--- config.mk ---
export PLATFORM = sky130hd
export DESIGN_NAME = gst_video_mcu
export DESIGN_NICKNAME = d
export VERILOG_FILES = /design/src/source/mcu_bus_pkg.sv /design/src/source/mcu_video_pkg.sv /design/src/source/cpu_port.sv /design/src/source/video_timing.sv /design/src/source/video_outputs.sv /design/src/source/gst_video_mcu.sv
export SDC_FILE = /design/constraint.sdc
export NUM_CORES = 1
export LEC_CHECK = 0
export BUFFER_PORTS_ARGS = -buffer_cell sky130_fd_sc_hd__buf_4
export CAP_MARGIN = 10
export CORE_ASPECT_RATIO = 0.8
export CORE_MARGIN = 8
export CORE_UTILIZATION = 58
export CTS_CLUSTER_SIZE = 40
export DETAILED_ROUTE_END_ITERATION = 16
export GPL_ROUTABILITY_DRIVEN = 0
export PLACE_DENSITY = 0.9
export SYNTH_ARGS = -nofsm -noshare
export SYNTH_HDL_FRONTEND = slang
export SYNTH_SLANG_ARGS = --single-unit
--- constraint.sdc ---
create_clock -name clk32 -period 7.1 [get_ports clk32]
set_input_delay 1.42 -clock clk32 [delete_from_list [all_inputs] [get_ports clk32]]
set_output_delay 1.42 -clock clk32 [all_outputs]
set_load 0.02 [all_outputs]
--- src/source/mcu_bus_pkg.sv ---
// CPU bus definitions; addresses are word addresses (A23..A1) and only UDS carries register data
`default_nettype none

package mcu_bus_pkg;

    // ========================================================================
    // Address word decoded two ways from the same A23..A1
    // ========================================================================

    // Page in A23..A16 and word offset in A15..A1 for a normal bus cycle
    typedef struct packed {
        logic [7:0]  page;
        logic [14:0] offset;
    } reg_addr_t;

    // Only A3..A1 carry the level during an interrupt acknowledge
    typedef struct packed {
        logic [19:0] unused;
        logic [2:0]  level;
    } ack_addr_t;

    typedef union packed {
        reg_addr_t reg_view;
        ack_addr_t ack_view;
    } cpu_addr_u;

    // ========================================================================
    // Register map and function codes
    // ========================================================================

    localparam logic [7:0]  IO_PAGE      = 8'hFF;
    localparam logic [14:0] SYNC_REG_OFS = 15'h4105;    // FF820A
    localparam logic [14:0] MODE_REG_OFS = 15'h4130;    // FF8260

    localparam logic [2:0]  FC_IACK      = 3'b111;      // CPU space cycle

    // Autovector levels seen during acknowledge
    localparam logic [2:0]  LVL_HINT     = 3'd2;
    localparam logic [2:0]  LVL_VINT     = 3'd4;
    localparam logic [2:0]  LVL_MFP      = 3'd6;        // MFP supplies its own vector

endpackage

`default_nettype wire

--- src/source/mcu_video_pkg.sv ---
// Video timing tables in 2 MHz ticks and lines; table entry 3 is a spare copy of MONO
`default_nettype none

package mcu_video_pkg;

    // Encoding follows the register bits with NTSC unless pal or mde1 set
    typedef enum logic [1:0] {
        MODE_NTSC = 2'd0,
        MODE_PAL  = 2'd1,
        MODE_MONO = 2'd2
    } video_mode_e;

    localparam int TICK_DIV = 16;       // clk32 cycles per 2 MHz tick

    localparam int HCNT_W   = 7;
    localparam int VCNT_W   = 9;

    // ========================================================================
    // Per-mode tables indexed by video_mode_e
    // Order is NTSC, PAL, MONO, spare
    // ========================================================================

    localparam int H_TOTAL   [4] = '{127, 128, 56, 56};     // Ticks per line
    localparam int V_TOTAL   [4] = '{263, 313, 501, 501};   // Lines per frame

    // Sync sits at the end of the line and of the frame
    localparam int HSYNC_LEN [4] = '{10, 10, 6, 6};
    localparam int VSYNC_LEN [4] = '{3, 3, 2, 2};

    // Display window
    localparam int HDE_FIRST [4] = '{15, 16, 3, 3};
    localparam int HDE_LEN   [4] = '{80, 80, 40, 40};
    localparam int VDE_FIRST [4] = '{34, 63, 36, 36};
    localparam int VDE_LEN   [4] = '{200, 200, 400, 400};

    // Blanking at the end of line and frame in colour modes only
    localparam int HBLANK_LEN = 14;
    localparam int VBLANK_LEN = 20;

endpackage

`default_nettype wire

--- src/source/cpu_port.sv ---
// Only sync (FF820A) and resolution (FF8260) exist here; LDS is ignored and bits 9:8 ride on UDS
`timescale 1ns/1ps
`default_nettype none

module cpu_port (
    input  wire                             clk32,
    input  wire                             porb,
    input  wire                             as_n_i,
    input  wire                             rw_i,
    input  wire                             uds_n_i,
    input  wire [2:0]                       fc_i,
    input  wire mcu_bus_pkg::cpu_addr_u     addr_i,
    input  wire [15:0]                      din_i,
    output logic [15:0]                     dout_o,
    output logic                            dtack_n_o,
    output logic                            vpa_n_o,
    output logic                            iack_n_o,
    output mcu_video_pkg::video_mode_e      mode_o,
    output logic                            hint_ack_o,
    output logic                            vint_ack_o
);

    import mcu_bus_pkg::*;
    import mcu_video_pkg::*;

    logic iack_cyc;
    logic io_page;
    logic sync_sel;
    logic mode_sel;
    logic reg_wr;
    logic pal_q;
    logic mde1_q;
    logic mde0_q;

    // ========================================================================
    // Address decode
    // ========================================================================

    assign iack_cyc = !as_n_i && (fc_i == FC_IACK);

    // Register view only outside acknowledge cycles
    assign io_page  = !as_n_i && !iack_cyc && (addr_i.reg_view.page == IO_PAGE);
    assign sync_sel = io_page && (addr_i.reg_view.offset == SYNC_REG_OFS);
    assign mode_sel = io_page && (addr_i.reg_view.offset == MODE_REG_OFS);
    assign reg_wr   = !uds_n_i && !rw_i;

    // ========================================================================
    // Mode registers
    // ========================================================================

    always_ff @(posedge clk32 or negedge porb) begin
        if (!porb) begin
            pal_q  <= 1'b0;
            mde1_q <= 1'b0;
            mde0_q <= 1'b0;
        end else begin
            if (sync_sel && reg_wr) begin
                pal_q <= din_i[9];              // 50 Hz select
            end
            if (mode_sel && reg_wr) begin
                mde1_q <= din_i[9];
                mde0_q <= din_i[8];
            end
        end
    end

    // Undriven bus bits float high
    always_comb begin
        dout_o = '1;
        if (sync_sel) begin
            dout_o[9:8] = {pal_q, 1'b0};
        end else if (mode_sel) begin
            dout_o[9:8] = {mde1_q, mde0_q};
        end
    end

    assign dtack_n_o = !(sync_sel || mode_sel);

    // Acknowledge decode uses the level view of the same address
    assign hint_ack_o = iack_cyc && (addr_i.ack_view.level == LVL_HINT);
    assign vint_ack_o = iack_cyc && (addr_i.ack_view.level == LVL_VINT);
    assign vpa_n_o    = !(hint_ack_o || vint_ack_o);    // Autovectored
    assign iack_n_o   = !(iack_cyc && (addr_i.ack_view.level == LVL_MFP));

    // Mono wins over the sync bit; mde0 only reads back
    always_comb begin
        if (mde1_q) begin
            mode_o = MODE_MONO;
        end else if (pal_q) begin
            mode_o = MODE_PAL;
        end else begin
            mode_o = MODE_NTSC;
        end
    end

endmodule

`default_nettype wire

--- src/source/video_timing.sv ---
// Beam counters run from an internal 2 MHz divider; a mode change waits for the next frame
`timescale 1ns/1ps
`default_nettype none

module video_timing (
    input  wire                                 clk32,
    input  wire                                 porb,
    input  wire mcu_video_pkg::video_mode_e     mode_i,
    output mcu_video_pkg::video_mode_e          active_mode_o,
    output logic [mcu_video_pkg::HCNT_W-1:0]    hcnt_o,
    output logic [mcu_video_pkg::VCNT_W-1:0]    vcnt_o,
    output logic                                hsync_o,
    output logic                                vsync_o,
    output logic                                hsync_start_o,
    output logic                                vsync_start_o
);

    import mcu_video_pkg::*;

    logic [$clog2(TICK_DIV)-1:0] div_q;
    logic tick;
    logic line_end;
    logic frame_end;
    int   h_total;
    int   v_total;
    int   hs_first;
    int   vs_first;

    // ========================================================================
    // 2 MHz tick
    // ========================================================================

    assign tick = (int'(div_q) == TICK_DIV - 1);

    always_ff @(posedge clk32 or negedge porb) begin
        if (!porb) begin
            div_q <= '0;
        end else if (tick) begin
            div_q <= '0;
        end else begin
            div_q <= div_q + 1'b1;
        end
    end

    // ========================================================================
    // Line and frame counters
    // ========================================================================

    assign h_total   = H_TOTAL[active_mode_o];
    assign v_total   = V_TOTAL[active_mode_o];
    assign line_end  = tick && (int'(hcnt_o) == h_total - 1);
    assign frame_end = line_end && (int'(vcnt_o) == v_total - 1);

    always_ff @(posedge clk32 or negedge porb) begin
        if (!porb) begin
            hcnt_o        <= '0;
            vcnt_o        <= '0;
            active_mode_o <= MODE_NTSC;
        end else if (tick) begin
            if (line_end) begin
                hcnt_o <= '0;
                if (frame_end) begin
                    vcnt_o        <= '0;
                    active_mode_o <= mode_i;    // Takes effect from line 0
                end else begin
                    vcnt_o <= vcnt_o + 1'b1;
                end
            end else begin
                hcnt_o <= hcnt_o + 1'b1;
            end
        end
    end

    // Sync spans close each line and each frame
    assign hs_first = h_total - HSYNC_LEN[active_mode_o];
    assign vs_first = v_total - VSYNC_LEN[active_mode_o];

    assign hsync_o = (int'(hcnt_o) >= hs_first);
    assign vsync_o = (int'(vcnt_o) >= vs_first);

    // Counters step as div_q wraps, so div_q at zero is the first cycle of a count
    assign hsync_start_o = (int'(hcnt_o) == hs_first) && (div_q == '0);
    assign vsync_start_o = (int'(vcnt_o) == vs_first) && (hcnt_o == '0) && (div_q == '0);

endmodule

`default_nettype wire

--- src/source/video_outputs.sv ---
// Video outputs lag the counters by one clk32; IPL0 is not driven, MFP requests go out as level 6
`timescale 1ns/1ps
`default_nettype none

module video_outputs (
    input  wire                                 clk32,
    input  wire                                 porb,
    input  wire mcu_video_pkg::video_mode_e     mode_i,
    input  wire [mcu_video_pkg::HCNT_W-1:0]     hcnt_i,
    input  wire [mcu_video_pkg::VCNT_W-1:0]     vcnt_i,
    input  wire                                 hsync_i,
    input  wire                                 vsync_i,
    input  wire                                 hsync_start_i,
    input  wire                                 vsync_start_i,
    input  wire                                 hint_ack_i,
    input  wire                                 vint_ack_i,
    input  wire                                 mfpint_n_i,
    output logic                                hsync_n_o,
    output logic                                vsync_n_o,
    output logic                                de_o,
    output logic                                blank_n_o,
    output logic                                ipl1_n_o,
    output logic                                ipl2_n_o
);

    import mcu_video_pkg::*;

    int   h_pos;
    int   v_pos;
    logic hde;
    logic vde;
    logic hblank;
    logic vblank;
    logic hint_q;
    logic vint_q;

    // ========================================================================
    // Display and blanking windows
    // ========================================================================

    assign h_pos = int'(hcnt_i);
    assign v_pos = int'(vcnt_i);

    assign hde = (h_pos >= HDE_FIRST[mode_i]) && (h_pos < HDE_FIRST[mode_i] + HDE_LEN[mode_i]);
    assign vde = (v_pos >= VDE_FIRST[mode_i]) && (v_pos < VDE_FIRST[mode_i] + VDE_LEN[mode_i]);

    // Mono monitor needs no blanking
    assign hblank = (mode_i != MODE_MONO) && (h_pos >= H_TOTAL[mode_i] - HBLANK_LEN);
    assign vblank = (mode_i != MODE_MONO) && (v_pos >= V_TOTAL[mode_i] - VBLANK_LEN);

    always_ff @(posedge clk32 or negedge porb) begin
        if (!porb) begin
            hsync_n_o <= 1'b1;
            vsync_n_o <= 1'b1;
            de_o      <= 1'b0;
            blank_n_o <= 1'b1;
        end else begin
            hsync_n_o <= !hsync_i;
            vsync_n_o <= !vsync_i;
            de_o      <= hde && vde;
            blank_n_o <= !(hblank || vblank);
        end
    end

    // ========================================================================
    // Interrupt latches where an acknowledge beats a new sync
    // ========================================================================

    always_ff @(posedge clk32 or negedge porb) begin
        if (!porb) begin
            hint_q <= 1'b0;
            vint_q <= 1'b0;
        end else begin
            if (hint_ack_i) begin
                hint_q <= 1'b0;
            end else if (hsync_start_i) begin
                hint_q <= 1'b1;
            end
            if (vint_ack_i) begin
                vint_q <= 1'b0;
            end else if (vsync_start_i) begin
                vint_q <= 1'b1;
            end
        end
    end

    // Level 4 for VBL, level 2 for HBL, MFP pulls both for level 6
    assign ipl2_n_o = !(vint_q || !mfpint_n_i);
    assign ipl1_n_o = !((hint_q && !vint_q) || !mfpint_n_i);

endmodule

`default_nettype wire

--- src/source/gst_video_mcu.sv ---
// Video timing and mode register slice of the memory controller; no memory or chip selects
`timescale 1ns/1ps
`default_nettype none

module gst_video_mcu (
    input  wire                             clk32,
    input  wire                             porb,
    input  wire                             as_n_i,
    input  wire                             rw_i,
    input  wire                             uds_n_i,
    input  wire [2:0]                       fc_i,
    input  wire mcu_bus_pkg::cpu_addr_u     addr_i,
    input  wire [15:0]                      din_i,
    output logic [15:0]                     dout_o,
    output logic                            dtack_n_o,
    output logic                            vpa_n_o,
    output logic                            iack_n_o,
    input  wire                             mfpint_n_i,
    output logic                            hsync_n_o,
    output logic                            vsync_n_o,
    output logic                            de_o,
    output logic                            blank_n_o,
    output logic                            ipl1_n_o,
    output logic                            ipl2_n_o
);

    import mcu_video_pkg::*;

    video_mode_e         sel_mode;      // From the registers
    video_mode_e         frame_mode;    // Latched at frame start
    logic                hint_ack;
    logic                vint_ack;
    logic [HCNT_W-1:0]   hcnt;
    logic [VCNT_W-1:0]   vcnt;
    logic                hsync;
    logic                vsync;
    logic                hsync_start;
    logic                vsync_start;

    cpu_port u_cpu_port (
        .clk32      (clk32),
        .porb       (porb),
        .as_n_i     (as_n_i),
        .rw_i       (rw_i),
        .uds_n_i    (uds_n_i),
        .fc_i       (fc_i),
        .addr_i     (addr_i),
        .din_i      (din_i),
        .dout_o     (dout_o),
        .dtack_n_o  (dtack_n_o),
        .vpa_n_o    (vpa_n_o),
        .iack_n_o   (iack_n_o),
        .mode_o     (sel_mode),
        .hint_ack_o (hint_ack),
        .vint_ack_o (vint_ack)
    );

    video_timing u_video_timing (
        .clk32         (clk32),
        .porb          (porb),
        .mode_i        (sel_mode),
        .active_mode_o (frame_mode),
        .hcnt_o        (hcnt),
        .vcnt_o        (vcnt),
        .hsync_o       (hsync),
        .vsync_o       (vsync),
        .hsync_start_o (hsync_start),
        .vsync_start_o (vsync_start)
    );

    video_outputs u_video_outputs (
        .clk32         (clk32),
        .porb          (porb),
        .mode_i        (frame_mode),
        .hcnt_i        (hcnt),
        .vcnt_i        (vcnt),
        .hsync_i       (hsync),
        .vsync_i       (vsync),
        .hsync_start_i (hsync_start),
        .vsync_start_i (vsync_start),
        .hint_ack_i    (hint_ack),
        .vint_ack_i    (vint_ack),
        .mfpint_n_i    (mfpint_n_i),
        .hsync_n_o     (hsync_n_o),
        .vsync_n_o     (vsync_n_o),
        .de_o          (de_o),
        .blank_n_o     (blank_n_o),
        .ipl1_n_o      (ipl1_n_o),
        .ipl2_n_o      (ipl2_n_o)
    );

endmodule

`default_nettype wire

==> impl_metrics.tcl <==
set metrics [dict create \
    worst_slew_pin_slew_ps 641 \
    cp_data_arrival_time_ps 2730 \
    critical-path-top-delay-family "simple AND/OR/NAND/NOR gates" \
    clk_path_buf_depth 2 \
    cts-root-buf "clkbuf_8" \
    rsz0062_at_grt "false" \
    dr_total_vias 2475 \
    dieArea_sq_um 7090 \
    min_path_cells 1 \
    stdcell_area_sq_um 3110 \
    overflow 0 \
    yosys.area.top_type "dfrtp_1" \
    switching_share_pct 26.4 \
    maxCapViolations 0 \
    cts_sinks 31 \
    pre_cts_ws_ps 2940 \
    vias_per_cell 6.04 \
    yosysMostFrequentCell "ha_1" \
    muxShareOfSynthArea_pct 1.63 \
    ys_ff_latch 31 \
    power_frac_seq_pct 50.2 \
    hp-class "reg2reg" \
    skew_ps 5.63 \
    slowest_delay_ps 400 \
    cp.required_ps 5680 \
    rrSetupSlack_ps 4210 \
    track_usage_pct 19.2 \
    finalNetCount 442 \
    period_minus_slack_ps 4150 \
    routed_wl_mm 6.60 \
    cp_max_fo 5 \
    clk_pin_slew_worst_paths_ps 70 \
    synth_ff_type "dfrtp_1" \
    cpMostUsedCell "buf_4" \
    path_cells "buf_4, nor4b_1, nand2_1, nor4_4, o21ai_0, buf_4" \
    placed_cells 402 \
    place_area_sq_um 3020 \
    clk_latency_ps 300 \
    p_leak_nw 1.60 \
    start_util_pct 59.6 \
    die_x_um 92.2 \
    yosys_warnings 0 \
    ys_seq_area_share_pct 29.0 \
    timing.final.ws_setup_ps 2950 \
    synth_edf_count 0 \
    wl_per_cell_um 16.1 \
    intPower_mw 0.259 \
    ir_drop_mv 0.0926 \
    port_buffers 44 \
    cts_tree "built" \
    diodes 0 \
    synthXorXnorAreaFrac_pct 1.95 \
    cpMaxStageDelayCell "nor4_4" \
    grt_pass1_vias 2489 \
    synthSimpleGateAreaFrac_pct 24.3 \
    antenna_found_initial 0 \
    synth_area_per_cell_sq_um 8.94 \
    outcome "completed" \
    p_clk_share_pct 40.7 \
    worst-path-buf-inv 2 \
    drtIter0Drc 258 \
    syn_to_final_growth_pct 15.6 \
    cts_setup_buffers 0 \
    r2r-start "u_video_timing.active_mode_o[1]" \
    drive_gt1_share_pct 19.7 \
    finalNonFillerCells 410 \
    start_kind "input pin" \
    hold_end "u_video_timing.div_q[0]" \
    combPwrFrac_pct 9.1 \
    max-slew-margin-rel_pct 56.9 \
    yosys.area_share.adder_pct 20.9 \
    drcViolationCount 0 \
    cts.htree.levels 2 \
    synthCells 301 \
    power_density_nw_per_um2 113 \
    hold_violations 0 \
    grt_max_degree 32 \
    tns_ps 0 \
    cts_buffers 5 \
    firstDrtPassIters 5 \
    synth_compound_area_share_pct 15.4 \
    core_area_sq_um 4510 \
    reg2reg_depth 8 \
    final-max-slew-violation-count 0 \
    synthTopCellsByCount "45 x ha_1, 29 x o21ai_0, 28 x dfrtp_1" \
    r2r-end "u_video_timing.vcnt_o[8]" \
    p_sw_mw 0.0930 \
    fmax_mhz 241 \
    die_h_um 76.9 \
    netlist_area_sq_um 2690 \
    io-pin-count 73 \
    min-delay-start "u_video_timing.div_q[0]" \
    ys_types 52 \
    postCtsHoldBufs 0 \
    synth_async_sr_flop_share_pct 100 \
    synthTopCellsByArea "dfrtp_1 26%, ha_1 21%, o21ai_0 5.4%" \
    cts_resized 0 \
    dp_hpwl_mm 5.11 \
    antenna_left 0 \
    finalCritPeriodShare_pct 58.4 \
    n_fill_cell 362 \
    rows 22 \
    end_kind "output pin" \
    setup_viol 0 \
    grt_first_pass_wirelength_mm 11.2 \
    synth_top_family_by_area "simple AND/OR/NAND/NOR gates" \
    path_class "in2out" \
    synth_top_area_share_pct 26.0 \
]
[placed cells by master, fill, tap and decap left out, types with 3 or more instances in the layout]
master,count
o211ai_1,3
conb_1,16
xor2_1,6
and3_1,7
a21oi_1,20
o21ai_0,29
clkbuf_8,5
nor3_1,5
mux2_2,3
nor4b_1,3
buf_4,44
inv_1,13
ha_1,45
nand3_1,12
nor2b_1,7
a211oi_1,3
nand2_1,24
dfstp_2,3
dfrtp_1,28
nor2_1,17
nand4_1,12
[how the worst max path moves through the flow]
stage,cells past startpoint,start,end
detailed placement,6,as_n_i,dtack_n_o
CTS,6,as_n_i,dtack_n_o
global route,6,as_n_i,dtack_n_o
floorplan,4,addr_i[9],dtack_n_o
finish,6,as_n_i,dtack_n_o
global placement,6,addr_i[9],dtack_n_o
[through the flow]
stage          total power, mW  util, %  hold slack (ps)
4_1_cts                  0.352     68.9              492
2_1_floorplan            0.197        -              446
3_5_place_dp             0.212     67.0              482
3_3_place_gp             0.211     67.0              474
5_1_grt                  0.364     68.9              513
6_report                 0.352     68.9              495
[cell families after synthesis]
family / Yosys count
flops: 31
compound gates: 71
fa+ha+maj: 45
simple gates: 112
xor+xnor: 6
buf+inv: 30
mux: 4
other cells: 2
[final cells by class]
class | instances | area, sq um | share of cell area, %
tap | 60 | 75.1 | 2.41
clock buffer | 5 | 68.8 | 2.21
timing repair buffer | 44 | 330 | 10.6
inverter | 13 | 48.8 | 1.57
sequential | 31 | 779 | 25.1
multi-input combinational | 254 | 1790 | 57.5
clock inverter | 3 | 20.0 | 0.643
[flip-flops by register name, summed over array words and instances (netlist names)]
name                          cells
u_video_timing.vcnt_o             9
u_video_timing.hcnt_o             7
u_video_timing.div_q              4
u_video_timing.active_mode_o      2
u_cpu_port.mde0_q                 1
u_cpu_port.mde1_q                 1
u_cpu_port.pal_q                  1
u_video_outputs.blank_n_o         1
u_video_outputs.de_o              1
u_video_outputs.hint_q            1
u_video_outputs.hsync_n_o         1
u_video_outputs.vint_q            1
u_video_outputs.vsync_n_o         1
[per-layer routing]
metal	vias to the layer above	part of all wire [%]	GRT usage [%]
li1	1186	-	-
met1	1168	43	23.2
met2	114	45	31.0
met3	7	10	7.30
met4	0	1.2	5.78
met5	-	0	0
[power by group through the flow]
stage	sequential, mW	combinational [mW]	clock (mW)
after global placement	0.180	0.0310	0
after CTS	0.177	0.0321	0.144
after global routing	0.176	0.0354	0.152
final	0.177	0.0320	0.143
after detailed placement	0.180	0.0321	0
after floorplan	0.180	0.0174	0
No activity file was read; power rests on OpenSTA's default activity.
